### config.mk
export PLATFORM = sky130hd
export DESIGN_NAME = rob_commit
export DESIGN_NICKNAME = d
export VERILOG_FILES = /design/src/design/dpath_pkg.sv /design/src/design/rob_commit.sv
export SDC_FILE = /design/constraint.sdc
export NUM_CORES = 1
export LEC_CHECK = 0
export CAP_MARGIN = 25
export CORE_AREA = 8 8 448 450
export DETAILED_ROUTE_END_ITERATION = 10
export DIE_AREA = 0 0 456 458
export DONT_BUFFER_PORTS = 1
export PLACE_DENSITY = 0.41
export SLEW_MARGIN = 25
export SYNTH_ARGS = -nofsm -noshare
export SYNTH_HDL_FRONTEND = slang
export SYNTH_SLANG_ARGS = --single-unit
### constraint.sdc
create_clock -name clk -period 2.8 [get_ports clk]
set_input_delay 0.14 -clock clk [delete_from_list [all_inputs] [get_ports clk]]
set_output_delay 0.14 -clock clk [all_outputs]
set_load 0.03 [all_outputs]
### src/design/dpath_pkg.sv
// ----------------------------------------------------------------------
// Shared widths, select encodings and stage payloads of the datapath
// Encodings must match the external control unit bit for bit
// ----------------------------------------------------------------------

package dpath_pkg;

  localparam int XLEN   = 32;
  localparam int REG_AW = 5;
  localparam int ROB_AW = 5;

  typedef logic [XLEN-1:0]   word_t;
  typedef logic [REG_AW-1:0] reg_addr_t;
  typedef logic [ROB_AW-1:0] rob_slot_t;

  // ----------------------------------------------------------------------
  // Select encodings
  // ----------------------------------------------------------------------

  typedef enum logic [2:0] {
    BYP_RF  = 3'd0,
    BYP_X   = 3'd1,
    BYP_M   = 3'd2,
    BYP_W   = 3'd3,
    BYP_ROB = 3'd4
  } byp_sel_e;

  typedef enum logic [1:0] {
    OP0_RS   = 2'd0,
    OP0_PC   = 2'd1,
    OP0_PC4  = 2'd2,
    OP0_ZERO = 2'd3
  } op0_sel_e;

  typedef enum logic [2:0] {
    OP1_RS     = 3'd0,
    OP1_SHAMT  = 3'd1,
    OP1_IMM_U  = 3'd2,
    OP1_IMM_SB = 3'd3,
    OP1_IMM_I  = 3'd4,
    OP1_IMM_S  = 3'd5,
    OP1_ZERO   = 3'd6
  } op1_sel_e;

  typedef enum logic [3:0] {
    ALU_ADD   = 4'd0,
    ALU_SUB   = 4'd1,
    ALU_SLL   = 4'd2,
    ALU_SLT   = 4'd3,
    ALU_SLTU  = 4'd4,
    ALU_XOR   = 4'd5,
    ALU_SRL   = 4'd6,
    ALU_SRA   = 4'd7,
    ALU_OR    = 4'd8,
    ALU_AND   = 4'd9,
    ALU_COPY1 = 4'd10
  } alu_fn_e;

  // Same order as the load response mux select
  typedef enum logic [2:0] {
    LD_W  = 3'd0,
    LD_B  = 3'd1,
    LD_BU = 3'd2,
    LD_H  = 3'd3,
    LD_HU = 3'd4
  } load_e;

  // ----------------------------------------------------------------------
  // Stage payloads
  // ----------------------------------------------------------------------

  typedef struct packed {
    logic      valid;
    op0_sel_e  op0_sel;
    op1_sel_e  op1_sel;
    byp_sel_e  byp0_sel;
    byp_sel_e  byp1_sel;
    rob_slot_t byp0_slot;
    rob_slot_t byp1_slot;
    alu_fn_e   alu_fn;
    logic      is_load;
    load_e     load_kind;
    rob_slot_t rob_slot;
  } issue_ctrl_t;

  typedef struct packed {
    logic      valid;
    alu_fn_e   alu_fn;
    logic      is_load;
    load_e     load_kind;
    rob_slot_t rob_slot;
    word_t     op0;
    word_t     op1;
    word_t     store_data;
  } x_stage_t;

  typedef struct packed {
    logic      valid;
    logic      is_load;
    load_e     load_kind;
    rob_slot_t rob_slot;
    word_t     alu_result;
  } m_stage_t;

  typedef struct packed {
    logic      valid;
    rob_slot_t rob_slot;
    word_t     result;
  } w_stage_t;

  typedef struct packed {
    logic eq;
    logic ne;
    logic lt;
    logic ltu;
    logic ge;
    logic geu;
  } branch_cond_t;

endpackage

### src/design/rob_commit.sv
// ----------------------------------------------------------------------
// Reorder buffer data array: one fill port, three async read ports
// ROB_DEPTH must be a power of two from 2 up to 2**ROB_AW
// ----------------------------------------------------------------------

`timescale 1ns/1ns

module rob_commit #(
  parameter int ROB_DEPTH = 32
) (
  input  logic                 clk,
  input  dpath_pkg::w_stage_t  w_i,
  input  dpath_pkg::rob_slot_t byp0_slot_i,
  input  dpath_pkg::rob_slot_t byp1_slot_i,
  output dpath_pkg::word_t     byp0_data_o,
  output dpath_pkg::word_t     byp1_data_o,
  input  dpath_pkg::rob_slot_t commit_slot_i,
  output dpath_pkg::word_t     commit_data_o
);

  // Slots above the depth alias onto the low index bits
  localparam int IDX_W = $clog2(ROB_DEPTH);

  dpath_pkg::word_t rob_data [ROB_DEPTH];

  // Fill from Writeback
  always_ff @(posedge clk) begin
    if (w_i.valid) begin
      rob_data[w_i.rob_slot[IDX_W-1:0]] <= w_i.result;
    end
  end

  // Bypass reads for Issue
  assign byp0_data_o = rob_data[byp0_slot_i[IDX_W-1:0]];
  assign byp1_data_o = rob_data[byp1_slot_i[IDX_W-1:0]];

  // Commit read feeds the register file write port
  assign commit_data_o = rob_data[commit_slot_i[IDX_W-1:0]];

endmodule

Yosys cells after proc, flatten, opt, wreduce, memory -nomap -nowiden
Memories as Yosys holds them, arrays and structs flattened.
Index checks and enable logic that the tools add are counted.
{"block": "totals", "ff_bits": 0, "mem_count": 1, "ramBits": 1024, "latchBits": 0, "romBits": 0}
{"memory": "rob_data", "depth": 32, "word_bits": 32, "read_ports": 3, "rd_clocked_by_memory_dff": 0, "wr": 1, "line": "rob_commit.sv:24", "source": "dpath_pkg::word_t rob_data [ROB_DEPTH];"}
{"block": "op_classes", "add_sub_neg": 0, "n_eq_ne": 0, "n_mul": 0, "reduce_logical": 0, "order_cmp": 0, "shift": 0, "n_mux": 2, "n_bitwise": 0, "div_mod_pow": 0}
{"cell": "$mux 1", "n": 2}

Longest topological paths before layout
{"block": "logic_depth", "ltp_word": 2, "mapped_depth": 8, "ltp_nobuf": 5}

Worst setup path before layout
Ideal clock, no wire load.
{"block": "synth_timing", "kind": "in2reg", "start": "in w_i[33] (netlist name)", "end": "mem rob_data[12][0] (netlist name) (enable)", "slack_ns": 0.226, "stages": 3, "t_arrival_ns": 2.153, "setup_ns": 0.421, "required_time_ns": 2.379, "path_buffers": 1, "path_cell_list": "or3b_2 -> clkbuf_1 -> nor2_1"}
{"item": "start, declared", "line": "rob_commit.sv:12", "source": "input dpath_pkg::w_stage_t w_i,"}
{"item": "end, declared", "line": "rob_commit.sv:24"}
Straight into the memory's write port.

Worst setup path in the final report
{"block": "layout_timing", "start": "in commit_slot_i[1]", "end": "out commit_data_o[2]"}
{"block": "layout_between", "elab_chain_len": 1}
{"item": "start, declared", "line": "rob_commit.sv:17", "source": "input dpath_pkg::rob_slot_t commit_slot_i,"}
{"item": "$mem_v2 32x32"}
{"item": "end, declared", "line": "rob_commit.sv:18", "source": "output dpath_pkg::word_t commit_data_o"}
No other way between the ends.

==> results.txt <==
critical path endpoint category: output pin
Final #Nets: 4684
DRT iter0 DRCs: 3316
Mean Syn Cell Area: 12.7 µm²
first-pass iteration count of the detailed router: 5
first-pass GRT wire length: 336 mm
number of synthesized flops with an enable pin: 1024
PortBufs: 0
Post-synth ARST share: 0%
Layout Area Growth over Synthesis: 16.1%
final slew viol count: 0
final worst path period need: 2.79 ns
die width: 456 µm
Syn Nets: 4598
Post-Place Cells: 6937
Initial Utilization: 29.8%
Final WS setup: 0.0106 ns
outcome: finished clean
worst hold start: w_i[34]
VDD IR-drop max: 0.000448 V
fill count: 18812
CP cell instances: buf_16 -> buf_16 -> mux2i_1 -> a22o_1 -> nor3_1 -> a31oi_1 -> nand3_1
DP HPWL: 137 mm
initial antenna violation count: 3
Critical Path Fanout Max: 84
Max Cap Viol: 0
Relative slew margins: 40.8%
DIE HEIGHT: 458 µm
DRC: 0
Slew @ Worst Pin: 0.888 ns
gpl congestion: 0.790
register area share after synthesis: 53.3%
Vias: 41725
CP Class: input port to output pin
Core Region: 194000 µm²
Static Leakage: 25.4 nW
top_reg_cell synth: edfxtp_1
Boundary Pins: 150
Min-Delay Path Class: input port to flop
period utilization: 99.6%
most common cell after layout, fill and taps aside: mux2i_1
Overflow after GRT: 0
power per cell area: 578 nW/µm²
Row Count: 162
Worst path max stage delay: 0.57 ns
Ys Warns: 0
Startpoint Class: input port
CTS H-Tree Depth: 4
CTS tree: yes
critical path required time: 2.66 ns
drt wl/cell: 34.5 µm
vias in the first global route: 41846
# Post-CTS Setup Buffers: 0
CTS sink cnt: 1024
CTS root buf: clkbuf_16
share of cells above drive strength 1: 10.8%
Mapped Cells: 4544
max reg flops: 1024
Post-Place Worst Slack: 0.558 ns
final setup fails: 0
most frequent cells in the layout: 1536 x mux2i_1, 1024 x edfxtp_1, 289 x nand2_1, 289 x nand3_1
CTS Buffer Depth: 3
All-Layer GR Usage: 22.3%
final hold vios: 0
final wirelength: 251 mm
library cells used by synthesis: 24
vias per std cell: 5.74
largest net degree at the start of global routing: 513
CTS clk-pin slew, worst paths: 0.05 ns
Crit path top cell by count: buf_16
Inserted Clock Buffers: 130
area of the mapped netlist: 57700 µm²
Worst setup startpoint: commit_slot_i[1]
Final ANT Viol Nets: 0
register bit count reported by yosys: 1024
hold path cells: 2
fmax: 358 MHz
Slowest-stage cell, CP: buf_16
Die Footprint: 209000 µm²
worst path arrival time: 2.65 ns
Layout Cells excl Fill: 7269
## synthesized netlist by cell type (3+ instances only)
cell type | instances | area share, %
a21oi_1 | 288 | 2.5
a22o_1 | 192 | 2.9
a22oi_1 | 288 | 3.7
a31oi_1 | 96 | 1.0
and2_1 | 3 | 0.033
buf_1 | 19 | 0.12
buf_2 | 112 | 0.97
buf_4 | 76 | 0.99
buf_6 | 60 | 1.2
clkbuf_1 | 106 | 0.69
clkbuf_4 | 6 | 0.078
edfxtp_1 | 1024 | 53
mux2i_1 | 1536 | 27
nand2_1 | 292 | 1.9
nand2b_1 | 6 | 0.065
nand3_1 | 290 | 2.5
nand3b_1 | 5 | 0.065
nor2_1 | 36 | 0.23
nor2b_1 | 5 | 0.054
nor3_1 | 96 | 0.83
or2_2 | 3 | 0.033
or3b_2 | 3 | 0.046
## report_power, final
group | internal (mW) | switching (mW)
Combinational | 1.72 | 3.55
Clock | 9.51 | 6.70
Sequential | 17.1 | 0.116
## final timing paths
kind,endpoint,slack [ns]
worst min-delay path,rob_data[15][6],0.06
worst max-delay path,commit_data_o[2],0.01
## layer usage
layer / GRT usage (%) / part of all wire, % / vias to the layer above
met5: 0 / 0.0052 / -
met4: 7.83 / 3.6 / 2
met3: 3.19 / 4.7 / 406
met2: 37.6 / 48 / 1391
met1: 29.5 / 44 / 21830
li1: - / - / 18096
## repair_timing
| action | in CTS | in global routing |
|---|---|---|
| hold buffers | 57 | 19 |
| endpoints found under the hold margin | 1038 | 608 |
| gates resized for setup | 0 | 1 |
| endpoints found under the setup margin | 0 | 63 |
## metrics by stage
step / setup TNS (ns) / util (%) / hold slack (ns) / power, mW / instance area, µm²
2_1_floorplan: 0 / - / 0.239 / 20.5 / 57700
3_3_place_gp: 0 / 31.7 / 0.242 / 21.7 / 61400
3_5_place_dp: 0 / 31.7 / 0.241 / 21.7 / 61400
4_1_cts: 0 / 34.2 / 0.00416 / 38.3 / 66100
5_1_grt: -0.00230 / 34.6 / 0.0583 / 39.8 / 66900
6_report: 0 / 34.6 / 0.0623 / 38.7 / 66900
## kinds of logic (layout without fill, tap and decap cells)
logic type	Yosys count	in the layout	synth area share [%]
buf+inv	379	560	4.02
mux	1536	1536	26.7
flops	1024	1024	53.3
other cells	0	2	0
simple gates	741	741	5.80
compound gates	864	864	10.2
## worst max-delay path: cells and delay by family
kind                   cells  cell delay [ns]
buffers and inverters      2             0.92
and+or+nand+nor            2             0.56
AOI/OAI and AO/OA          2             0.52
muxes                      1             0.25
## area by class of cell
class	count	area (µm²)	area share, %
diodes	2	5.00	0.00748
multi-input cells	3141	24900	37.3
clock inverters	57	438	0.654
clock buffers	170	3550	5.31
flip-flops and latches	1024	30700	45.9
repair buffers	333	4070	6.08
well taps	2542	3180	4.75
No activity file was read; power rests on OpenSTA's default activity.
