===== src/design/dpath_pkg.sv =====
// ----------------------------------------------------------------------
// Shared widths, select encodings and stage payloads of the datapath
// Encodings must match the external control unit bit for bit
// ----------------------------------------------------------------------

package dpath_pkg;

  localparam int XLEN   = 32;
  localparam int REG_AW = 5;
  localparam int ROB_AW = 5;

  typedef logic [XLEN-1:0]   word_t;
  typedef logic [REG_AW-1:0] reg_addr_t;
  typedef logic [ROB_AW-1:0] rob_slot_t;

  // ----------------------------------------------------------------------
  // Select encodings
  // ----------------------------------------------------------------------

  typedef enum logic [2:0] {
    BYP_RF  = 3'd0,
    BYP_X   = 3'd1,
    BYP_M   = 3'd2,
    BYP_W   = 3'd3,
    BYP_ROB = 3'd4
  } byp_sel_e;

  typedef enum logic [1:0] {
    OP0_RS   = 2'd0,
    OP0_PC   = 2'd1,
    OP0_PC4  = 2'd2,
    OP0_ZERO = 2'd3
  } op0_sel_e;

  typedef enum logic [2:0] {
    OP1_RS     = 3'd0,
    OP1_SHAMT  = 3'd1,
    OP1_IMM_U  = 3'd2,
    OP1_IMM_SB = 3'd3,
    OP1_IMM_I  = 3'd4,
    OP1_IMM_S  = 3'd5,
    OP1_ZERO   = 3'd6
  } op1_sel_e;

  typedef enum logic [3:0] {
    ALU_ADD   = 4'd0,
    ALU_SUB   = 4'd1,
    ALU_SLL   = 4'd2,
    ALU_SLT   = 4'd3,
    ALU_SLTU  = 4'd4,
    ALU_XOR   = 4'd5,
    ALU_SRL   = 4'd6,
    ALU_SRA   = 4'd7,
    ALU_OR    = 4'd8,
    ALU_AND   = 4'd9,
    ALU_COPY1 = 4'd10
  } alu_fn_e;

  // Same order as the load response mux select
  typedef enum logic [2:0] {
    LD_W  = 3'd0,
    LD_B  = 3'd1,
    LD_BU = 3'd2,
    LD_H  = 3'd3,
    LD_HU = 3'd4
  } load_e;

  // ----------------------------------------------------------------------
  // Stage payloads
  // ----------------------------------------------------------------------

  typedef struct packed {
    logic      valid;
    op0_sel_e  op0_sel;
    op1_sel_e  op1_sel;
    byp_sel_e  byp0_sel;
    byp_sel_e  byp1_sel;
    rob_slot_t byp0_slot;
    rob_slot_t byp1_slot;
    alu_fn_e   alu_fn;
    logic      is_load;
    load_e     load_kind;
    rob_slot_t rob_slot;
  } issue_ctrl_t;

  typedef struct packed {
    logic      valid;
    alu_fn_e   alu_fn;
    logic      is_load;
    load_e     load_kind;
    rob_slot_t rob_slot;
    word_t     op0;
    word_t     op1;
    word_t     store_data;
  } x_stage_t;

  typedef struct packed {
    logic      valid;
    logic      is_load;
    load_e     load_kind;
    rob_slot_t rob_slot;
    word_t     alu_result;
  } m_stage_t;

  typedef struct packed {
    logic      valid;
    rob_slot_t rob_slot;
    word_t     result;
  } w_stage_t;

  typedef struct packed {
    logic eq;
    logic ne;
    logic lt;
    logic ltu;
    logic ge;
    logic geu;
  } branch_cond_t;

endpackage


===== src/design/issue_stage.sv =====
// ----------------------------------------------------------------------
// Issue stage: immediate decode, source bypass and operand selects
// Selects come from the external control unit with no checking here
// ----------------------------------------------------------------------

`timescale 1ns/1ns

module issue_stage (
  input  logic                   clk,
  input  logic                   reset,
  input  dpath_pkg::word_t       instr_i,
  input  dpath_pkg::word_t       pc_i,
  input  dpath_pkg::issue_ctrl_t ctrl_i,
  input  dpath_pkg::word_t       rf_rdata0_i,
  input  dpath_pkg::word_t       rf_rdata1_i,
  output dpath_pkg::reg_addr_t   rs1_o,
  output dpath_pkg::reg_addr_t   rs2_o,
  input  dpath_pkg::word_t       fwd_x_i,
  input  dpath_pkg::word_t       fwd_m_i,
  input  dpath_pkg::word_t       fwd_w_i,
  input  dpath_pkg::word_t       rob_rdata0_i,
  input  dpath_pkg::word_t       rob_rdata1_i,
  output dpath_pkg::x_stage_t    x_o
);

  dpath_pkg::word_t    shamt;
  dpath_pkg::word_t    imm_i;
  dpath_pkg::word_t    imm_s;
  dpath_pkg::word_t    imm_sb;
  dpath_pkg::word_t    imm_u;
  dpath_pkg::word_t    rs1_val;
  dpath_pkg::word_t    rs2_val;
  dpath_pkg::word_t    op0;
  dpath_pkg::word_t    op1;
  dpath_pkg::x_stage_t x_d;
  dpath_pkg::x_stage_t x_q;

  // One bypass point per source
  function automatic dpath_pkg::word_t pick_src(
    input dpath_pkg::byp_sel_e sel,
    input dpath_pkg::word_t    rf_data,
    input dpath_pkg::word_t    x_data,
    input dpath_pkg::word_t    m_data,
    input dpath_pkg::word_t    w_data,
    input dpath_pkg::word_t    rob_data
  );
    case (sel)
      dpath_pkg::BYP_X:   return x_data;
      dpath_pkg::BYP_M:   return m_data;
      dpath_pkg::BYP_W:   return w_data;
      dpath_pkg::BYP_ROB: return rob_data;
      default:            return rf_data;
    endcase
  endfunction

  // ----------------------------------------------------------------------
  // Instruction fields, RV32I immediate formats
  // ----------------------------------------------------------------------

  assign rs1_o  = instr_i[19:15];
  assign rs2_o  = instr_i[24:20];
  assign shamt  = dpath_pkg::word_t'(instr_i[24:20]);
  assign imm_i  = {{20{instr_i[31]}}, instr_i[31:20]};
  assign imm_s  = {{20{instr_i[31]}}, instr_i[31:25], instr_i[11:7]};
  assign imm_sb = {{19{instr_i[31]}}, instr_i[31], instr_i[7], instr_i[30:25],
                   instr_i[11:8], 1'b0};
  assign imm_u  = {instr_i[31:12], 12'b0};

  assign rs1_val = pick_src(ctrl_i.byp0_sel, rf_rdata0_i, fwd_x_i, fwd_m_i, fwd_w_i,
                            rob_rdata0_i);
  assign rs2_val = pick_src(ctrl_i.byp1_sel, rf_rdata1_i, fwd_x_i, fwd_m_i, fwd_w_i,
                            rob_rdata1_i);

  // Operand muxes
  always_comb begin
    case (ctrl_i.op0_sel)
      dpath_pkg::OP0_PC:   op0 = pc_i;
      dpath_pkg::OP0_PC4:  op0 = pc_i + 32'd4;
      dpath_pkg::OP0_ZERO: op0 = '0;
      default:             op0 = rs1_val;
    endcase
  end

  always_comb begin
    case (ctrl_i.op1_sel)
      dpath_pkg::OP1_SHAMT:  op1 = shamt;
      dpath_pkg::OP1_IMM_U:  op1 = imm_u;
      dpath_pkg::OP1_IMM_SB: op1 = imm_sb;
      dpath_pkg::OP1_IMM_I:  op1 = imm_i;
      dpath_pkg::OP1_IMM_S:  op1 = imm_s;
      dpath_pkg::OP1_ZERO:   op1 = '0;
      default:               op1 = rs2_val;
    endcase
  end

  // ----------------------------------------------------------------------
  // I to X register
  // ----------------------------------------------------------------------

  always_comb begin
    x_d.valid      = ctrl_i.valid;
    x_d.alu_fn     = ctrl_i.alu_fn;
    x_d.is_load    = ctrl_i.is_load;
    x_d.load_kind  = ctrl_i.load_kind;
    x_d.rob_slot   = ctrl_i.rob_slot;
    x_d.op0        = op0;
    x_d.op1        = op1;
    // Stores always take bypassed rs2
    x_d.store_data = rs2_val;
  end

  always_ff @(posedge clk) begin
    x_q <= x_d;
    if (reset) begin
      x_q.valid <= 1'b0;
    end
  end

  assign x_o = x_q;

endmodule


===== config.mk =====
export PLATFORM = sky130hd
export DESIGN_NAME = issue_stage
export DESIGN_NICKNAME = d
export VERILOG_FILES = /design/src/design/dpath_pkg.sv /design/src/design/issue_stage.sv
export SDC_FILE = /design/constraint.sdc
export NUM_CORES = 1
export LEC_CHECK = 0
export CELL_PAD_IN_SITES_DETAIL_PLACEMENT = 0
export CELL_PAD_IN_SITES_GLOBAL_PLACEMENT = 2
export CORE_AREA = 2 2 172 174
export DETAILED_ROUTE_END_ITERATION = 8
export DIE_AREA = 0 0 174 176
export DONT_BUFFER_PORTS = 1
export PLACE_DENSITY = 0.74
export SYNTH_ARGS = -nofsm -noshare
export SYNTH_HDL_FRONTEND = slang
export SYNTH_SLANG_ARGS = --single-unit

===== constraint.sdc =====
create_clock -name clk -period 1.6 [get_ports clk]
set_input_delay 0.08 -clock clk [delete_from_list [all_inputs] [get_ports clk]]
set_output_delay 0.08 -clock clk [all_outputs]
set_load 0.01 [all_outputs]

* Word-level counts from Yosys, hierarchy flattened *
Index checks and enable logic that the tools add are counted.

word-level totals
  flip-flop bits (word level) = 110
  output and inout port bits = 120
  logic and storage cells = 30

cells by class
  add/subtract/negate cells = 1
  eq/ne operators = 17
  multiplexer cells = 4

operators by type and width
  cell                                                 count
  case mux 32 bit (4 select lines)                     2
  case mux 32 bit (6 select lines)                     1
  case mux 32 bit (3 select lines)                     1
  adder 32 x 3 -> 32 bit, second input constant        1
  equality test 3 x 2 -> 1 bit, second input constant  6
  equality test 3 bit, second input constant           5
  equality test 3 x 1 -> 1 bit, second input constant  3
  equality test 2 bit, second input constant           2
  equality test 2 x 1 -> 1 bit, second input constant  1

* Longest topological paths before layout *
  word-level depth = 3
  depth in mapped cells = 8
  depth with buffers taken out = 6

* Least setup slack after synthesis *
Ideal clock, no wire load.

  path kind = in2reg
  start point = in ctrl_i[25] (netlist name)
  end point = reg x_q (netlist bit x_o[33])
  setup time = 0.122 ns
  arrival time = 1.362 ns
  path slack = 0.116 ns
  stages = 7
  cells stage by stage = buf_4 -> buf_6 -> or3b_2 -> a21oi_1 -> a221oi_1 -> a221oi_1 -> nor2_1

between the ends
  longest elaborated chain between the ends = 3
  elaborated cells on any way between the ends = 6
  classes of those cells = 4 x eq/ne; 2 x mux

RTL lines
  element                                            line               RTL
  start: declaration                                 issue_stage.sv:13  input dpath_pkg::issue_ctrl_t ctrl_i,
  equality test 3 bit, or another cell as far along  issue_stage.sv:47  case (sel)
  case mux 32 bit (4 select lines) *                 issue_stage.sv:47
  via rs2_val[1]                                     issue_stage.sv:32  dpath_pkg::word_t rs2_val;
  case mux 32 bit (6 select lines) *                 issue_stage.sv:85  case (ctrl_i.op1_sel)
  via op1[1]                                         issue_stage.sv:34  dpath_pkg::word_t op1;
  end: declaration                                   issue_stage.sv:36  dpath_pkg::x_stage_t x_q;

Mark *: on every way through the listed nets, which the timed path passes. The rest lies on a longest branch.
A chain may end at the register's enable or synchronous reset.

* Worst setup path after layout *
  start point = in pc_i[2]
  end point = reg x_q (netlist bit x_o[84])

between the ends
  longest elaborated chain between the ends = 2

RTL lines
  element                           line               RTL
  start: declaration                issue_stage.sv:12  input dpath_pkg::word_t pc_i,
  adder 32 x 3 -> 32 bit            issue_stage.sv:78  dpath_pkg::OP0_PC4: op0 = pc_i + 32'd4;
  case mux 32 bit (3 select lines)  issue_stage.sv:76  case (ctrl_i.op0_sel)
  via op0[20]                       issue_stage.sv:33  dpath_pkg::word_t op0;

The timed path passes the listed nets, and every way through them passes these cells.

==> run_summary.xml <==
<?xml version="1.0" encoding="UTF-8"?>
<metrics>
  <group name="status">
    <metric name="status" unit="">complete, but fails checks</metric>
    <metric name="failed_checks" unit="">negative setup slack</metric>
  </group>
  <group name="drt">
    <metric name="drt-total-wl" unit="um">40600</metric>
    <metric name="remaining_drc_errors" unit="">0</metric>
    <metric name="wl_per_cell" unit="um">29.1</metric>
    <metric name="ant_nets" unit="">0</metric>
    <metric name="vias" unit="">8241</metric>
    <metric name="route.detailed.vias_per_inst" unit="">5.91</metric>
    <metric name="drt_iter0_markers" unit="">649</metric>
    <metric name="drt_first_pass_iters" unit="">5</metric>
  </group>
  <group name="die">
    <metric name="placement_rows" unit="">62</metric>
    <metric name="design.die.area" unit="um^2">30600</metric>
    <metric name="floorplan.initialDensity" unit="%">27.3</metric>
    <metric name="design.core.area" unit="um^2">28500</metric>
    <metric name="die_h" unit="um">176</metric>
    <metric name="die_w" unit="um">174</metric>
    <metric name="top_level_ports" unit="">445</metric>
  </group>
  <group name="synthesis">
    <metric name="synth.cells.most_frequent" unit="">110 x sky130_fd_sc_hd__dfxtp_1, 107 x sky130_fd_sc_hd__nand2_1, 62 x sky130_fd_sc_hd__o21ai_0, 50 x sky130_fd_sc_hd__a21oi_1, 41 x sky130_fd_sc_hd__o221ai_1</metric>
    <metric name="post_synth_main_area_contributors" unit="">sky130_fd_sc_hd__dfxtp_1 28%, sky130_fd_sc_hd__mux4_2 6.4%, sky130_fd_sc_hd__nand2_1 5.2%</metric>
    <metric name="synth-seq-area-share" unit="%">28.3</metric>
    <metric name="synth.avg_cell_area" unit="um^2">8.30</metric>
    <metric name="number_of_flops_mapped_to_enable_cells_by_yosys" unit="">0</metric>
    <metric name="yosys_most_used_dff" unit="">sky130_fd_sc_hd__dfxtp_1</metric>
    <metric name="postSynthCellCount" unit="">938</metric>
    <metric name="synthMostInstantiatedCell" unit="">sky130_fd_sc_hd__dfxtp_1</metric>
    <metric name="syn-num-nets" unit="">1264</metric>
    <metric name="ys_ff_latch" unit="">110</metric>
    <metric name="synth.largest_area_cell" unit="">sky130_fd_sc_hd__dfxtp_1</metric>
    <metric name="post_synth_num_cell_types" unit="">75</metric>
    <metric name="post-synth-top-area-fraction" unit="%">28.3</metric>
    <metric name="postSynth.asyncResetShare" unit="%">0</metric>
    <metric name="synth_warnings" unit="">0</metric>
    <metric name="mappedNetlistArea" unit="um^2">7780</metric>
  </group>
  <group name="clocking">
    <metric name="clock_tree.buffer_depth" unit="">2</metric>
    <metric name="cts-buffers-inserted" unit="">9</metric>
    <metric name="cts.reportedPaths.clkPinSlew" unit="ps">70</metric>
    <metric name="cts_sinks" unit="">110</metric>
    <metric name="cts_tree" unit="">done</metric>
    <metric name="deepest_level_of_the_cts_h_tree" unit="">3</metric>
    <metric name="cts_root_buffer" unit="">sky130_fd_sc_hd__clkbuf_16</metric>
  </group>
  <group name="global_routing">
    <metric name="grt_max_degree" unit="">70</metric>
    <metric name="first_global_vias" unit="">8127</metric>
    <metric name="first_pass_grt_wire_length" unit="um">57400</metric>
    <metric name="global_route.usage.total" unit="%">25.5</metric>
    <metric name="grt_antenna_before_repair" unit="">3</metric>
    <metric name="grt-ovfl-total" unit="">0</metric>
  </group>
  <group name="placed_design">
    <metric name="dp.cells" unit="">1276</metric>
    <metric name="port-buffer-count" unit="">0</metric>
    <metric name="dpl_worst_slack" unit="ps">52.5</metric>
    <metric name="placed_wire_length_estimate_after_detailed_placement" unit="um">30300</metric>
    <metric name="gp_routability_congestion" unit="">0.941</metric>
  </group>
  <group name="timing">
    <metric name="post-route-period-util" unit="%">101</metric>
    <metric name="setup_viol" unit="">1</metric>
    <metric name="hold_viol" unit="">0</metric>
    <metric name="post-route-min-period" unit="ps">1620</metric>
    <metric name="timing.fmax" unit="MHz">619</metric>
    <metric name="slew-limit-headroom" unit="%">31.8</metric>
    <metric name="worst-slew-pin-transition" unit="ps">1020</metric>
    <metric name="setup_slack" unit="ps">-15.3</metric>
    <metric name="unrepaired_setup_endpoints_after_global_routing" unit="">yes</metric>
    <metric name="slew_violations" unit="">0</metric>
  </group>
  <group name="setup_path">
    <metric name="crit_path_end_kind" unit="">register</metric>
    <metric name="timing.critical_path.slowest_stage_cell" unit="">sky130_fd_sc_hd__dlygate4sd3_1</metric>
    <metric name="path_max_fanout" unit="">7</metric>
    <metric name="worstPathCellList" unit="">ha_1 -&gt; and3_1 -&gt; nand4bb_1 -&gt; o31a_1 -&gt; o21ai_0 -&gt; o31ai_1 -&gt; dlygate4sd3_1</metric>
    <metric name="worstPathBufferInverterCount" unit="">1</metric>
    <metric name="crit_type" unit="">input port to register</metric>
    <metric name="worst_path_dominant_cell_family" unit="">compound AO/OA/AOI/OAI gates</metric>
    <metric name="worst-path-stages" unit="">7</metric>
    <metric name="worst_setup_path_start_kind" unit="">input port</metric>
    <metric name="worstPathRequired" unit="ps">1840</metric>
    <metric name="critical_path_arrival" unit="ps">1860</metric>
    <metric name="critPathMaxStageDelay" unit="ps">580</metric>
  </group>
  <group name="layout">
    <metric name="area_growth_syn_to_layout" unit="%">22.4</metric>
    <metric name="largest_register_ffs" unit="">110</metric>
    <metric name="nets" unit="">1331</metric>
    <metric name="post_layout_nonfiller_instances" unit="">1395</metric>
    <metric name="final_layout_size_suffix_gt1_share" unit="%">14.9</metric>
    <metric name="fin_util" unit="%">33.4</metric>
  </group>
  <group name="power">
    <metric name="power-per-cell-area" unit="nW/um^2">775</metric>
    <metric name="total_leakage_power" unit="nW">3.49</metric>
    <metric name="vdd_drop_max" unit="uV">448</metric>
  </group>
  <group name="hold_path">
    <metric name="hold_path.class" unit="">input port to register</metric>
    <metric name="worstHoldPathCells" unit="">3</metric>
  </group>
  <group name="run">
    <metric name="max_cap_violations" unit="">0</metric>
  </group>
</metrics>
per-stage QoR:
step	TNS [ps]	hold slack [ps]	cell area, um^2	total power [W]
after floorplan	0	108	7780	0.00448
after global placement	0	108	8200	0.00482
after detailed placement	0	108	8200	0.00481
after CTS	0	0.737	9490	0.00746
after global routing	-35.0	2.53	9530	0.00772
final	-15.3	10.2	9530	0.00738
final cells by class:
| type | count | area, um^2 |
|---|---|---|
| tap | 384 | 480 |
| clock buffer | 11 | 243 |
| antenna | 3 | 7.51 |
| multi-input combinational | 700 | 4970 |
| sequential | 110 | 2200 |
| clock inverter | 3 | 46.3 |
| fill | 3028 | 19000 |
| inverter | 32 | 123 |
| timing repair buffer | 152 | 1460 |
tightest hold or removal path: stages:
cell,delay (ps)
sky130_fd_sc_hd__nor2_1,80
sky130_fd_sc_hd__mux2i_1,90
sky130_fd_sc_hd__o21ai_0,70
cells by family (layout without fill, tap and decap cells):
logic type,count (synthesis),after routing,synth area share [%]
AOI/OAI and AO/OA,318,318,28.3
xor gates and xnor gates,22,22,2.57
adders and majority gates,1,1,0.161
buffers and inverters,128,198,8.02
DFF,110,110,28.3
muxes,74,74,13.6
other,0,3,0
and+or+nand+nor,285,285,19.0
timing repair:
action                                  in CTS  in global routing
gates resized for setup                      0                  4
endpoints found under the hold margin      100                  0
endpoints found under the setup margin       0                  5
hold buffers                               100                  0
setup buffers                                0                  2
where the power goes:
part | internal [W] | leakage (nW) | total (W) | switching, W
Sequential | 0.00303 | 0.925 | 0.00331 | 0.000283
Clock | 0.00125 | 0.138 | 0.00228 | 0.00104
Combinational | 0.000920 | 2.43 | 0.00179 | 0.000871
final timing paths:
kind | start | endpoint | slack [ps]
setup / recovery | pc_i[2] | x_o[84]$_DFF_P_ | -20
hold / removal | pc_i[29] | x_o[93]$_DFF_P_ | 10
routing by layer:
metal	wire [um]	vias up	track usage (%)
met5	13	-	0
met4	1130	2	8.33
met3	4160	49	8.98
met2	18400	522	40.6
met1	16900	3967	32.1
li1	-	3701	-
layout by cell type (no fill, tap or decap), types with 17 or more instances in the layout:
master and count:
sky130_fd_sc_hd__a21oi_1 50, sky130_fd_sc_hd__o211ai_1 17, sky130_fd_sc_hd__buf_4 47, sky130_fd_sc_hd__inv_1 29, sky130_fd_sc_hd__nand2_1 107, sky130_fd_sc_hd__mux2_2 35
sky130_fd_sc_hd__o22ai_1 38, sky130_fd_sc_hd__dlygate4sd3_1 99, sky130_fd_sc_hd__nand3_1 36, sky130_fd_sc_hd__a221oi_1 34, sky130_fd_sc_hd__dfxtp_1 110, sky130_fd_sc_hd__o21ai_0 62
sky130_fd_sc_hd__nand2b_1 20, sky130_fd_sc_hd__nor2_1 36, sky130_fd_sc_hd__mux2i_1 17, sky130_fd_sc_hd__mux4_2 22, sky130_fd_sc_hd__o221ai_1 41, sky130_fd_sc_hd__a22oi_1 23
(Power assumes the default switching activity.)
