==> config.mk <==
export PLATFORM = sky130hd
export DESIGN_NAME = execute_stage
export DESIGN_NICKNAME = d
export VERILOG_FILES = /design/src/design/dpath_pkg.sv /design/src/design/execute_stage.sv
export SDC_FILE = /design/constraint.sdc
export NUM_CORES = 1
export LEC_CHECK = 0
export ABC_AREA = 0
export ABC_CLOCK_PERIOD_IN_PS = 14700
export BUFFER_PORTS_ARGS = -buffer_cell sky130_fd_sc_hd__buf_2
export CAP_MARGIN = 20
export CORE_ASPECT_RATIO = 0.8
export CORE_MARGIN = 2
export CORE_UTILIZATION = 45
export DETAILED_ROUTE_END_ITERATION = 7
export GPL_TIMING_DRIVEN = 0
export HOLD_SLACK_MARGIN = 0.03
export PLACE_DENSITY = 0.69
export SYNTH_ARGS = -nofsm -noshare
export SYNTH_HDL_FRONTEND = slang
export SYNTH_SLANG_ARGS = --single-unit
==> constraint.sdc <==
create_clock -name clk -period 14.7 [get_ports clk]
set_clock_uncertainty 0.15 [all_clocks]
set_input_delay 1.47 -clock clk [delete_from_list [all_inputs] [get_ports clk]]
set_output_delay 1.47 -clock clk [all_outputs]
set_load 0.05 [all_outputs]
==> src/design/dpath_pkg.sv <==
// ----------------------------------------------------------------------
// Shared widths, select encodings and stage payloads of the datapath
// Encodings must match the external control unit bit for bit
// ----------------------------------------------------------------------

package dpath_pkg;

  localparam int XLEN   = 32;
  localparam int REG_AW = 5;
  localparam int ROB_AW = 5;

  typedef logic [XLEN-1:0]   word_t;
  typedef logic [REG_AW-1:0] reg_addr_t;
  typedef logic [ROB_AW-1:0] rob_slot_t;

  // ----------------------------------------------------------------------
  // Select encodings
  // ----------------------------------------------------------------------

  typedef enum logic [2:0] {
    BYP_RF  = 3'd0,
    BYP_X   = 3'd1,
    BYP_M   = 3'd2,
    BYP_W   = 3'd3,
    BYP_ROB = 3'd4
  } byp_sel_e;

  typedef enum logic [1:0] {
    OP0_RS   = 2'd0,
    OP0_PC   = 2'd1,
    OP0_PC4  = 2'd2,
    OP0_ZERO = 2'd3
  } op0_sel_e;

  typedef enum logic [2:0] {
    OP1_RS     = 3'd0,
    OP1_SHAMT  = 3'd1,
    OP1_IMM_U  = 3'd2,
    OP1_IMM_SB = 3'd3,
    OP1_IMM_I  = 3'd4,
    OP1_IMM_S  = 3'd5,
    OP1_ZERO   = 3'd6
  } op1_sel_e;

  typedef enum logic [3:0] {
    ALU_ADD   = 4'd0,
    ALU_SUB   = 4'd1,
    ALU_SLL   = 4'd2,
    ALU_SLT   = 4'd3,
    ALU_SLTU  = 4'd4,
    ALU_XOR   = 4'd5,
    ALU_SRL   = 4'd6,
    ALU_SRA   = 4'd7,
    ALU_OR    = 4'd8,
    ALU_AND   = 4'd9,
    ALU_COPY1 = 4'd10
  } alu_fn_e;

  // Same order as the load response mux select
  typedef enum logic [2:0] {
    LD_W  = 3'd0,
    LD_B  = 3'd1,
    LD_BU = 3'd2,
    LD_H  = 3'd3,
    LD_HU = 3'd4
  } load_e;

  // ----------------------------------------------------------------------
  // Stage payloads
  // ----------------------------------------------------------------------

  typedef struct packed {
    logic      valid;
    op0_sel_e  op0_sel;
    op1_sel_e  op1_sel;
    byp_sel_e  byp0_sel;
    byp_sel_e  byp1_sel;
    rob_slot_t byp0_slot;
    rob_slot_t byp1_slot;
    alu_fn_e   alu_fn;
    logic      is_load;
    load_e     load_kind;
    rob_slot_t rob_slot;
  } issue_ctrl_t;

  typedef struct packed {
    logic      valid;
    alu_fn_e   alu_fn;
    logic      is_load;
    load_e     load_kind;
    rob_slot_t rob_slot;
    word_t     op0;
    word_t     op1;
    word_t     store_data;
  } x_stage_t;

  typedef struct packed {
    logic      valid;
    logic      is_load;
    load_e     load_kind;
    rob_slot_t rob_slot;
    word_t     alu_result;
  } m_stage_t;

  typedef struct packed {
    logic      valid;
    rob_slot_t rob_slot;
    word_t     result;
  } w_stage_t;

  typedef struct packed {
    logic eq;
    logic ne;
    logic lt;
    logic ltu;
    logic ge;
    logic geu;
  } branch_cond_t;

endpackage

==> src/design/execute_stage.sv <==
// ----------------------------------------------------------------------
// Execute stage: ALU, branch flags and data memory request
// Branch flags assume the control unit picked rs1 and rs2 as operands
// ----------------------------------------------------------------------

`timescale 1ns/1ns

module execute_stage (
  input  logic                    clk,
  input  logic                    reset,
  input  dpath_pkg::x_stage_t     x_i,
  output dpath_pkg::word_t        alu_result_o,
  output dpath_pkg::branch_cond_t branch_cond_o,
  output dpath_pkg::word_t        dmem_addr_o,
  output dpath_pkg::word_t        dmem_wdata_o,
  output dpath_pkg::m_stage_t     m_o
);

  dpath_pkg::word_t    alu_result;
  dpath_pkg::word_t    diff;
  logic [4:0]          shamt;
  logic                diff_signs;
  dpath_pkg::m_stage_t m_q;

  assign diff  = x_i.op0 - x_i.op1;
  assign shamt = x_i.op1[4:0];

  // ----------------------------------------------------------------------
  // ALU
  // ----------------------------------------------------------------------

  always_comb begin
    case (x_i.alu_fn)
      dpath_pkg::ALU_SUB:   alu_result = diff;
      dpath_pkg::ALU_SLL:   alu_result = x_i.op0 << shamt;
      dpath_pkg::ALU_SLT:   alu_result = {31'b0, $signed(x_i.op0) < $signed(x_i.op1)};
      dpath_pkg::ALU_SLTU:  alu_result = {31'b0, x_i.op0 < x_i.op1};
      dpath_pkg::ALU_XOR:   alu_result = x_i.op0 ^ x_i.op1;
      dpath_pkg::ALU_SRL:   alu_result = x_i.op0 >> shamt;
      dpath_pkg::ALU_SRA:   alu_result = dpath_pkg::word_t'($signed(x_i.op0) >>> shamt);
      dpath_pkg::ALU_OR:    alu_result = x_i.op0 | x_i.op1;
      dpath_pkg::ALU_AND:   alu_result = x_i.op0 & x_i.op1;
      dpath_pkg::ALU_COPY1: alu_result = x_i.op1;
      default:              alu_result = x_i.op0 + x_i.op1;
    endcase
  end

  // Sign of the difference decides unless the operand signs differ
  assign diff_signs = x_i.op0[31] ^ x_i.op1[31];

  assign branch_cond_o.eq  = (diff == '0);
  assign branch_cond_o.ne  = (diff != '0);
  assign branch_cond_o.lt  = diff_signs ? x_i.op0[31] : diff[31];
  assign branch_cond_o.ltu = diff_signs ? x_i.op1[31] : diff[31];
  assign branch_cond_o.ge  = diff_signs ? x_i.op1[31] : ~diff[31];
  assign branch_cond_o.geu = diff_signs ? x_i.op0[31] : ~diff[31];

  assign alu_result_o = alu_result;

  // Response comes back in Memory one cycle later
  assign dmem_addr_o  = alu_result;
  assign dmem_wdata_o = x_i.store_data;

  // ----------------------------------------------------------------------
  // X to M register
  // ----------------------------------------------------------------------

  always_ff @(posedge clk) begin
    m_q.is_load    <= x_i.is_load;
    m_q.load_kind  <= x_i.load_kind;
    m_q.rob_slot   <= x_i.rob_slot;
    m_q.alu_result <= alu_result;
    if (reset) begin
      m_q.valid <= 1'b0;
    end else begin
      m_q.valid <= x_i.valid;
    end
  end

  assign m_o = m_q;

endmodule

Word level (Yosys, flattened, before mapping)
Cells that the tools add are included.

Logic and storage cells: 34. Register bits: 42. Bits of input ports: 112. Latch bits: 0. Bits in writable memories: 0. Memory bits (read-only): 0. Memories: 0.

Add/sub/neg operators: 2. Multiply operators: 0. Eq/ne operators: 10. Div/mod/pow operators: 0. Reduce and logical (&&, ||, !) cells: 2. Shift operators: 3. Bitwise logic cells: 5. Muxes and demuxes: 5. Order comparisons: 2.

Operators by type and width (count): one-hot mux 32 bit (10 select lines) (1); less-than comparator 32 bit (2); adder 32 bit (1); AND 32 bit (1); logical NOT 32 bit (1); OR 32 bit (1); nonzero test 32 bit (1); << shifter 32 x 5 -> 32 bit (1); >> shifter 32 x 5 -> 32 bit (1); >>> shifter 32 x 5 -> 32 bit (1); subtractor 32 bit (1); bitwise XOR 32 bit (1); equality test 4 x 3 -> 1 bit (second input constant) (4); equality test 4 bit (second input constant) (3); equality test 4 x 2 -> 1 bit (second input constant) (2); equality test 4 x 1 -> 1 bit (second input constant) (1); 2-to-1 mux 1 bit (4); inverter 1 bit (1); bitwise XOR 1 bit (1).

Logic depth before layout (Yosys ltp)
Gate-level depths: netlist of run 1.

Depth in word-level cells: 3. Mapped depth: 26. Mapped depth without buffers: 22.

Worst setup path before layout of run 1
Ideal clock, no wire load.

Path kind: in2out. From: input x_i[34] in the netlist's numbering. To: output branch_cond_o[5] in the netlist's numbering. Slack: 6.241 ns. Required time: 13.080 ns. Arrival: 6.839 ns. Stages: 24. Path through: inv_2 -> buf_1 -> clkbuf_1 -> ha_1 -> inv_2 -> o221ai_1 -> a211oi_1 -> o31a_2 -> a211o_1 -> a221oi_4 -> nor2_1 -> nor2_1 -> nor2_1 -> or2_2 -> fa_1 -> nor2_1 -> nand3_1 -> nor3_1 -> nand4_1 -> nor4_1 -> and4_2 -> nand4_1 -> a2111oi_2 -> o31a_1.

RTL lines: from (decl) (line execute_stage.sv:11) `input dpath_pkg::x_stage_t x_i,`; to (decl) (line execute_stage.sv:13) `output dpath_pkg::branch_cond_t branch_cond_o,`.

==> flow_summary_export.csv, run 1 <==
group,metric,value,unit
cts,cts_sinks,42,
final_layout,area_growth,15.63,%
yosys,synthSimpleGateAreaFrac,0.1907,
routing,drt_wl_total,56190,um
final_layout,finalNetCount,1908,
yosys,async_flop_share,0,
placement,io_buffers,222,
sta,final.period_utilization,0.7307,
yosys,syn_avg_cell_area,7.320,um2
floorplanning,rows,50,
power_and_ir_drop,intPower,0.4141,mW
global_route,overflow,0,
yosys,synth_edf_count,0,
yosys,synth_seq_area_share,0.07846,
sta,relSlewSlack,0.2367,
power_and_ir_drop,leakage,5.578,nW
placement,place_worst_setup_slack,4.171,ns
power_and_ir_drop,clkPwrFrac,0.123,
global_route,gr-usage-all-layers,0.4298,
yosys,yosysWarningCount,0,
worst_setup_path,end_kind,"primary output",
global_route,first_global_vias,12132,
placement,dp_hpwl,45470,um
routing,drc,0,
sta,finalCriticalPeriod,10.74,ns
sta,finalHoldViolCount,0,
worst_setup_path,worstSetupStartpointType,"primary input",
worst_setup_path,worst-path-max-fanout,11,
sta,setup_viol,0,
cts,ctsRootBufferMaster,"clkbuf_16",
power_and_ir_drop,seq_power_share,0.135,
floorplanning,die-area,25070,um2
power_and_ir_drop,p_switching,0.5894,mW
power_and_ir_drop,pwr-share-comb,0.742,
hold_path,holdPathStages,1,
yosys,synth_top_family_by_area,"compound AO/OA/AOI/OAI gates",
power_and_ir_drop,switching_share,0.5873,
power_and_ir_drop,p_per_area,80.98,nW/um2
yosys,synthCells,1464,
yosys,synth-compound-area-share,0.3162,
floorplanning,start_util,0.4580,
job,maxCapViolCount,0,
cts,clockBufferDepth,2,
yosys,synthFlopType,"dfxtp_1",
sta,setup_tns,0,ns
yosys,ys_types,93,
routing,vias,13626,
hold_path,hp-class,"in2reg",
final_layout,drive_gt1_frac,0.2518,
worst_setup_path,arrival,9.12,ns
final_layout,finish.utilization,0.5296,
yosys,syn_nets,1677,
sta,worst_pin_slew,1.139,ns
cts,cts_tree,"done",
cts,post_cts_buffers,0,
global_route,grt_first_pass_wirelength,79630,um
sta,slew_viol_final,0,
outcome,status,"completed",
routing,first_iter_violations,2232,
yosys,synth-xor-area-share,0.01798,
worst_setup_path,path_class,"in2out",
floorplanning,core,23400,um2
sta,rsz0062_at_grt,"false",
floorplanning,die_h,142.0,um
sta,postLayoutSetupSlackWorst,3.958,ns
global_route,antenna_found_initial,2,
yosys,synth_area,10720,um2
power_and_ir_drop,vdd_drop_max,0.06545,mV
floorplanning,fp.dieW,176.5,um
routing,wl_per_cell,27.97,um
cts,cts_made_buffers,5,
yosys,synthAdderAreaFrac,0.1207,
sta,max_clock_freq,93.09,MHz
yosys,synth_mux_area_frac,0.1424,
routing,drtPass1Iterations,8,
routing,ant_nets,0,
cts,cts-hold-fix-buffers,0,
cts,cts_resized,0,
cts,cts_max_level,2,
cts,cts.reportedPaths.clkPinSlew,0.08,ns
placement,place_congestion,1.072,
global_route,grt_max_degree,17,
worst_setup_path,cp.required,13.08,ns
floorplanning,ios,256,
routing,vias_per_cell,6.782,
yosys,synth-seq-cells,42,
final_layout,largest_register_ffs,42,
[cell type report]
type	count	area, um2
fillers	2427	11010
multi-input cells	1149	8449
repair buffers	224	1124
plain buffers	172	1052
flip-flops and latches	42	840.8
well taps	312	390.4
inverters	101	379.1
clock buffers	5	125.1
clock inverters	3	28.78
diodes	1	2.502
[cell families (layout without fill, tap and decap cells)]
group / after synthesis / after routing
muxes: 93 / 93
AOI/OAI and AO/OA: 491 / 491
DFF: 42 / 42
and+or+nand+nor: 442 / 442
xor gates and xnor gates: 22 / 22
other: 0 / 1
buffers and inverters: 273 / 505
adders and majority gates: 101 / 101
[cell usage after synthesis (13+ instances only)]
cell type  number  share of area
a211oi_1       22          0.015
a21o_1         16          0.011
a21oi_1       109          0.051
a221oi_1       15          0.012
a22oi_1        28          0.020
buf_2          21         0.0098
buf_4          65          0.046
clkbuf_1       64          0.022
dfxtp_1        42          0.078
ha_1           97           0.11
inv_1          93          0.033
mux2i_1        40          0.037
mux4_2         47          0.099
nand2_1       103          0.036
nand2b_1       14         0.0082
nand3_1        27          0.013
nor2_1        172          0.060
nor2b_1        15         0.0088
nor3_1         32          0.015
o211ai_1       28          0.020
o21ai_0       106          0.050
o22ai_1        14         0.0082
o31ai_1        16          0.011
or3_1          13         0.0076
xnor2_1        17          0.014
[final timing paths]
check,end,from
setup / recovery,branch_cond_o[5],x_i[34]
hold / removal,m_o[32],x_i[96]
[layer usage]
| layer | wire length [um] | share of wire | vias to the layer above | global-route usage |
|---|---|---|---|---|
| met5 | 13 | 0.00023 | - | 0 |
| met2 | 22380 | 0.40 | 1247 | 0.6201 |
| met4 | 1928 | 0.034 | 2 | 0.09961 |
| met1 | 23210 | 0.41 | 6405 | 0.6227 |
| met3 | 8659 | 0.15 | 171 | 0.1282 |
| li1 | - | - | 5801 | - |
[cells in the final DEF, fill, tap and decap left out, types with 31 or more instances in the layout]
cell and n:
buf_2 243, o21ai_0 106, dfxtp_1 42, nor2_1 172, mux4_2 47, nor3_1 31
mux2i_1 40, inv_1 93, a21oi_1 109, clkbuf_1 64, nand2_1 103, ha_1 97
buf_4 66
[worst max-delay path, cell delays in order]
cell and delay, ns:
buf_2 0.17, inv_2 0.18, buf_1 0.67, clkbuf_1 0.72, ha_1 0.38, inv_2 0.09
o221ai_1 0.33, a211oi_1 0.22, o31a_2 0.41, a211o_1 0.42, a221oi_4 0.43, nor2_1 0.08
nor2_1 0.09, nor2_1 0.06, or2_2 0.28, fa_1 0.51, nor2_1 0.21, nand3_1 0.16
nor3_1 0.30, nand4_1 0.14, nor4_1 0.25, and4_2 0.26, nand4_1 0.19, a2111oi_2 0.61
o31a_1 0.22, buf_2 0.25
[power groups by stage]
stage	sequential (mW)	combinational [mW]	clock [mW]
global route	0.136	0.771	0.130
CTS	0.135	0.722	0.126
global placement	0.137	0.717	0
detailed placement	0.138	0.718	0
floorplan	0.202	0.455	0
finish	0.135	0.745	0.124
[stage by stage]
| step | hold WS (ns) | cell area, um2 | total power [mW] | std cells |
|---|---|---|---|---|
| 5_1_grt | 1.100 | 12390 | 1.037 | 2008 |
| 3_5_place_dp | 1.424 | 12230 | 0.8559 | 1999 |
| 3_3_place_gp | 1.425 | 12220 | 0.8537 | 1998 |
| 6_report | 1.106 | 12390 | 1.003 | 2009 |
| 2_1_floorplan | 1.348 | 10720 | 0.6567 | 1464 |
| 4_1_cts | 1.104 | 12380 | 0.9828 | 2007 |
No activity file was read; power rests on OpenSTA's default activity.
==> inputs of run 2 (changes only) <==
- ABC_AREA: 0 -> 1
- ABC_CLOCK_PERIOD_IN_PS: 14700 -> 10880
- clock period: 14.7 -> 10.88 ns (I/O delays scaled with it)
==> run 2 against run 1 <==
Critical path depth increased by 7. Largest power group unchanged. Die area increased by 1.7%. Cell area increased by 1.3%. Setup slack got worse by 1.7 ns. Critical endpoint unchanged. The flow now finishes with violations (DRC).
==> flow_summary_export.csv, run 2 <==
group,metric,value,unit
yosys,synth.most_common_cell,"nand2_1",
global_route,overflow,0,
placement,io_buffers,223,
yosys,async_flop_share,0,
global_route,grt_max_degree,15,
cts,cts_resized,0,
sta,relSlewSlack,0.2592,
job,maxCapViolCount,0,
routing,drt_wl_total,59890,um
worst_setup_path,end_kind,"primary output",
placement,dp.cells,2485,
worst_setup_path,crit_start,"x_i[36]",
final_layout,diodes,0,
routing,vias_per_cell,6.105,
placement,place_congestion,1.145,
routing,wl_per_cell,24.02,um
outcome,violations,"DRC",
hold_path,hp-class,"in2reg",
global_route,grt_first_pass_wirelength,84320,um
floorplanning,ios,256,
cts,cts-hold-fix-buffers,0,
routing,drtPass1Iterations,8,
worst_setup_path,critical_path.top_delay_family,"simple AND/OR/NAND/NOR gates",
power_and_ir_drop,leakage,6.650,nW
cts,cts_sinks,42,
final_layout,stdcell_count,2493,
yosys,synth_edf_count,0,
yosys,synth_area,10900,um2
yosys,synth_top_area_share,0.1801,
final_layout,final_common_cell,"nand2_1",
worst_setup_path,crit_slowest_cell,"fa_1",
worst_setup_path,worstSetupStartpointType,"primary input",
final_layout,area_growth,15.17,%
floorplanning,die_h,143.2,um
worst_setup_path,path_class,"in2out",
cts,ctsRootBufferMaster,"clkbuf_16",
worst_setup_path,cp_num_buf_inv,9,
worst_setup_path,cp.required,9.64,ns
floorplanning,start_util,0.4621,
yosys,ys_types,58,
yosys,yosysWarningCount,0,
floorplanning,rows,50,
cts,post_cts_buffers,0,
sta,max_clock_freq,116.3,MHz
yosys,synthFlopType,"dfxtp_1",
worst_setup_path,max_stage_delay,0.66,ns
sta,worst_pin_slew,1.111,ns
outcome,status,"complete, but fails checks",
worst_setup_path,worst-path-max-fanout,11,
yosys,yosysTopAreaCell,"nand2_1",
worst_setup_path,cp_num_cells,33,
worst_setup_path,arrival,7.36,ns
power_and_ir_drop,p_per_area,107.4,nW/um2
cts,clockBufferDepth,2,
placement,place_worst_setup_slack,2.749,ns
cts,cts_tree,"done",
worst_setup_path,path_common_cell,"nand2_1",
yosys,synthTopCellsByCount,"nand2_1 (523), inv_1 (224), nor2_1 (181)",
yosys,syn_avg_cell_area,5.589,um2
cts,cts.reportedPaths.clkPinSlew,0.06,ns
cts,cts_made_buffers,5,
yosys,synthCells,1950,
power_and_ir_drop,total_power,1.348,mW
global_route,antenna_found_initial,4,
floorplanning,die-area,25490,um2
final_layout,largest_register_ffs,42,
floorplanning,core,23590,um2
sta,final.period_utilization,0.7900,
yosys,syn_nets,2163,
cts,cts_max_level,2,
routing,vias,15220,
final_layout,final_cell_mix,"nand2_1 (523), buf_2 (253), inv_1 (224)",
sta,slew_viol_final,0,
worst_setup_path,crit_end,"branch_cond_o[5]",
sta,rsz0062_at_grt,"false",
routing,first_iter_violations,2512,
final_layout,drive_gt1_frac,0.1921,
global_route,gr-usage-all-layers,0.4543,
final_layout,finish.utilization,0.5321,
floorplanning,fp.dieW,178.0,um
final_layout,finalNetCount,2393,
sta,postLayoutSetupSlackWorst,2.284,ns
placement,dp_hpwl,50650,um
sta,finalCriticalPeriod,8.596,ns
yosys,synth-seq-cells,42,
routing,drc,1,
power_and_ir_drop,vdd_drop_max,0.07652,mV
routing,ant_nets,0,
sta,finalHoldViolCount,0,
sta,setup_tns,0,ns
sta,setup_viol,0,
global_route,first_global_vias,13208,
yosys,synth_seq_area_share,0.07715,
yosys,synth_area_leaders,"nand2_1 (18%), ha_1 (11%), dfxtp_1 (7.7%)",
-- run 2: cell types whose count changed in the layout (fill, tap and decap cells not counted), sizes merged, moves of 26 or more --
cell and delta:
nand2 +430, nor2 +26, clkbuf -51, buf +33
nand3 +78, o21ai +105, inv +141, a21oi +28
a22oi -28, mux4 -47
-- run 2: kinds of logic after synthesis --
family,after synthesis,synth area share
simple gates,907,0.3515
compound gates,468,0.2474
flops,42,0.07715
mux,16,0.01470
xor+xnor,19,0.01527
fa+ha+maj,101,0.1187
buf+inv,397,0.1752
-- run 2: area by class of cell --
type	instances	area [um2]
Timing Repair Buffer	223	1116
Tap cell	312	390.4
Buffer	153	988.4
Clock inverter	3	21.27
Fill cell	2561	11030
Clock buffer	5	125.1
Sequential cell	42	840.8
Inverter	244	920.9
Multi-Input combinational cell	1511	8148
-- run 2: through the flow --
stage                     area (um2)  hold slack [ns]
after global routing           12550           0.7207
after global placement         12400            1.041
after detailed placement       12400            1.042
after floorplan                10900           0.9657
after CTS                      12550           0.7254
final                          12550           0.7278
-- run 2: how the worst min path moves through the flow --
stage / start / endpoint / slack (ns) / cells after the start
2_1_floorplan: x_i[96] / m_o[32] / 0.97 / 0
3_3_place_gp: x_i[97] / m_o[33] / 1.04 / 1
3_5_place_dp: x_i[97] / m_o[33] / 1.04 / 1
4_1_cts: x_i[97] / m_o[33] / 0.73 / 1
5_1_grt: x_i[97] / m_o[33] / 0.72 / 1
6_report: x_i[97] / m_o[33] / 0.73 / 1
-- run 2: where the power goes --
part	total (mW)	internal, mW	switching, mW
Clock	0.162	0.0853	0.0765
Combinational	1.00	0.249	0.753
Sequential	0.183	0.178	0.00508
Total	1.35	0.513	0.835
-- run 2: layer usage --
metal  vias up  GRT usage  share of wire
met5         -          0         0.0012
met4         6     0.1631          0.044
met3       214     0.1752           0.18
met2      1402     0.6340           0.38
met1      6784     0.6257           0.39
li1       6814          -              -
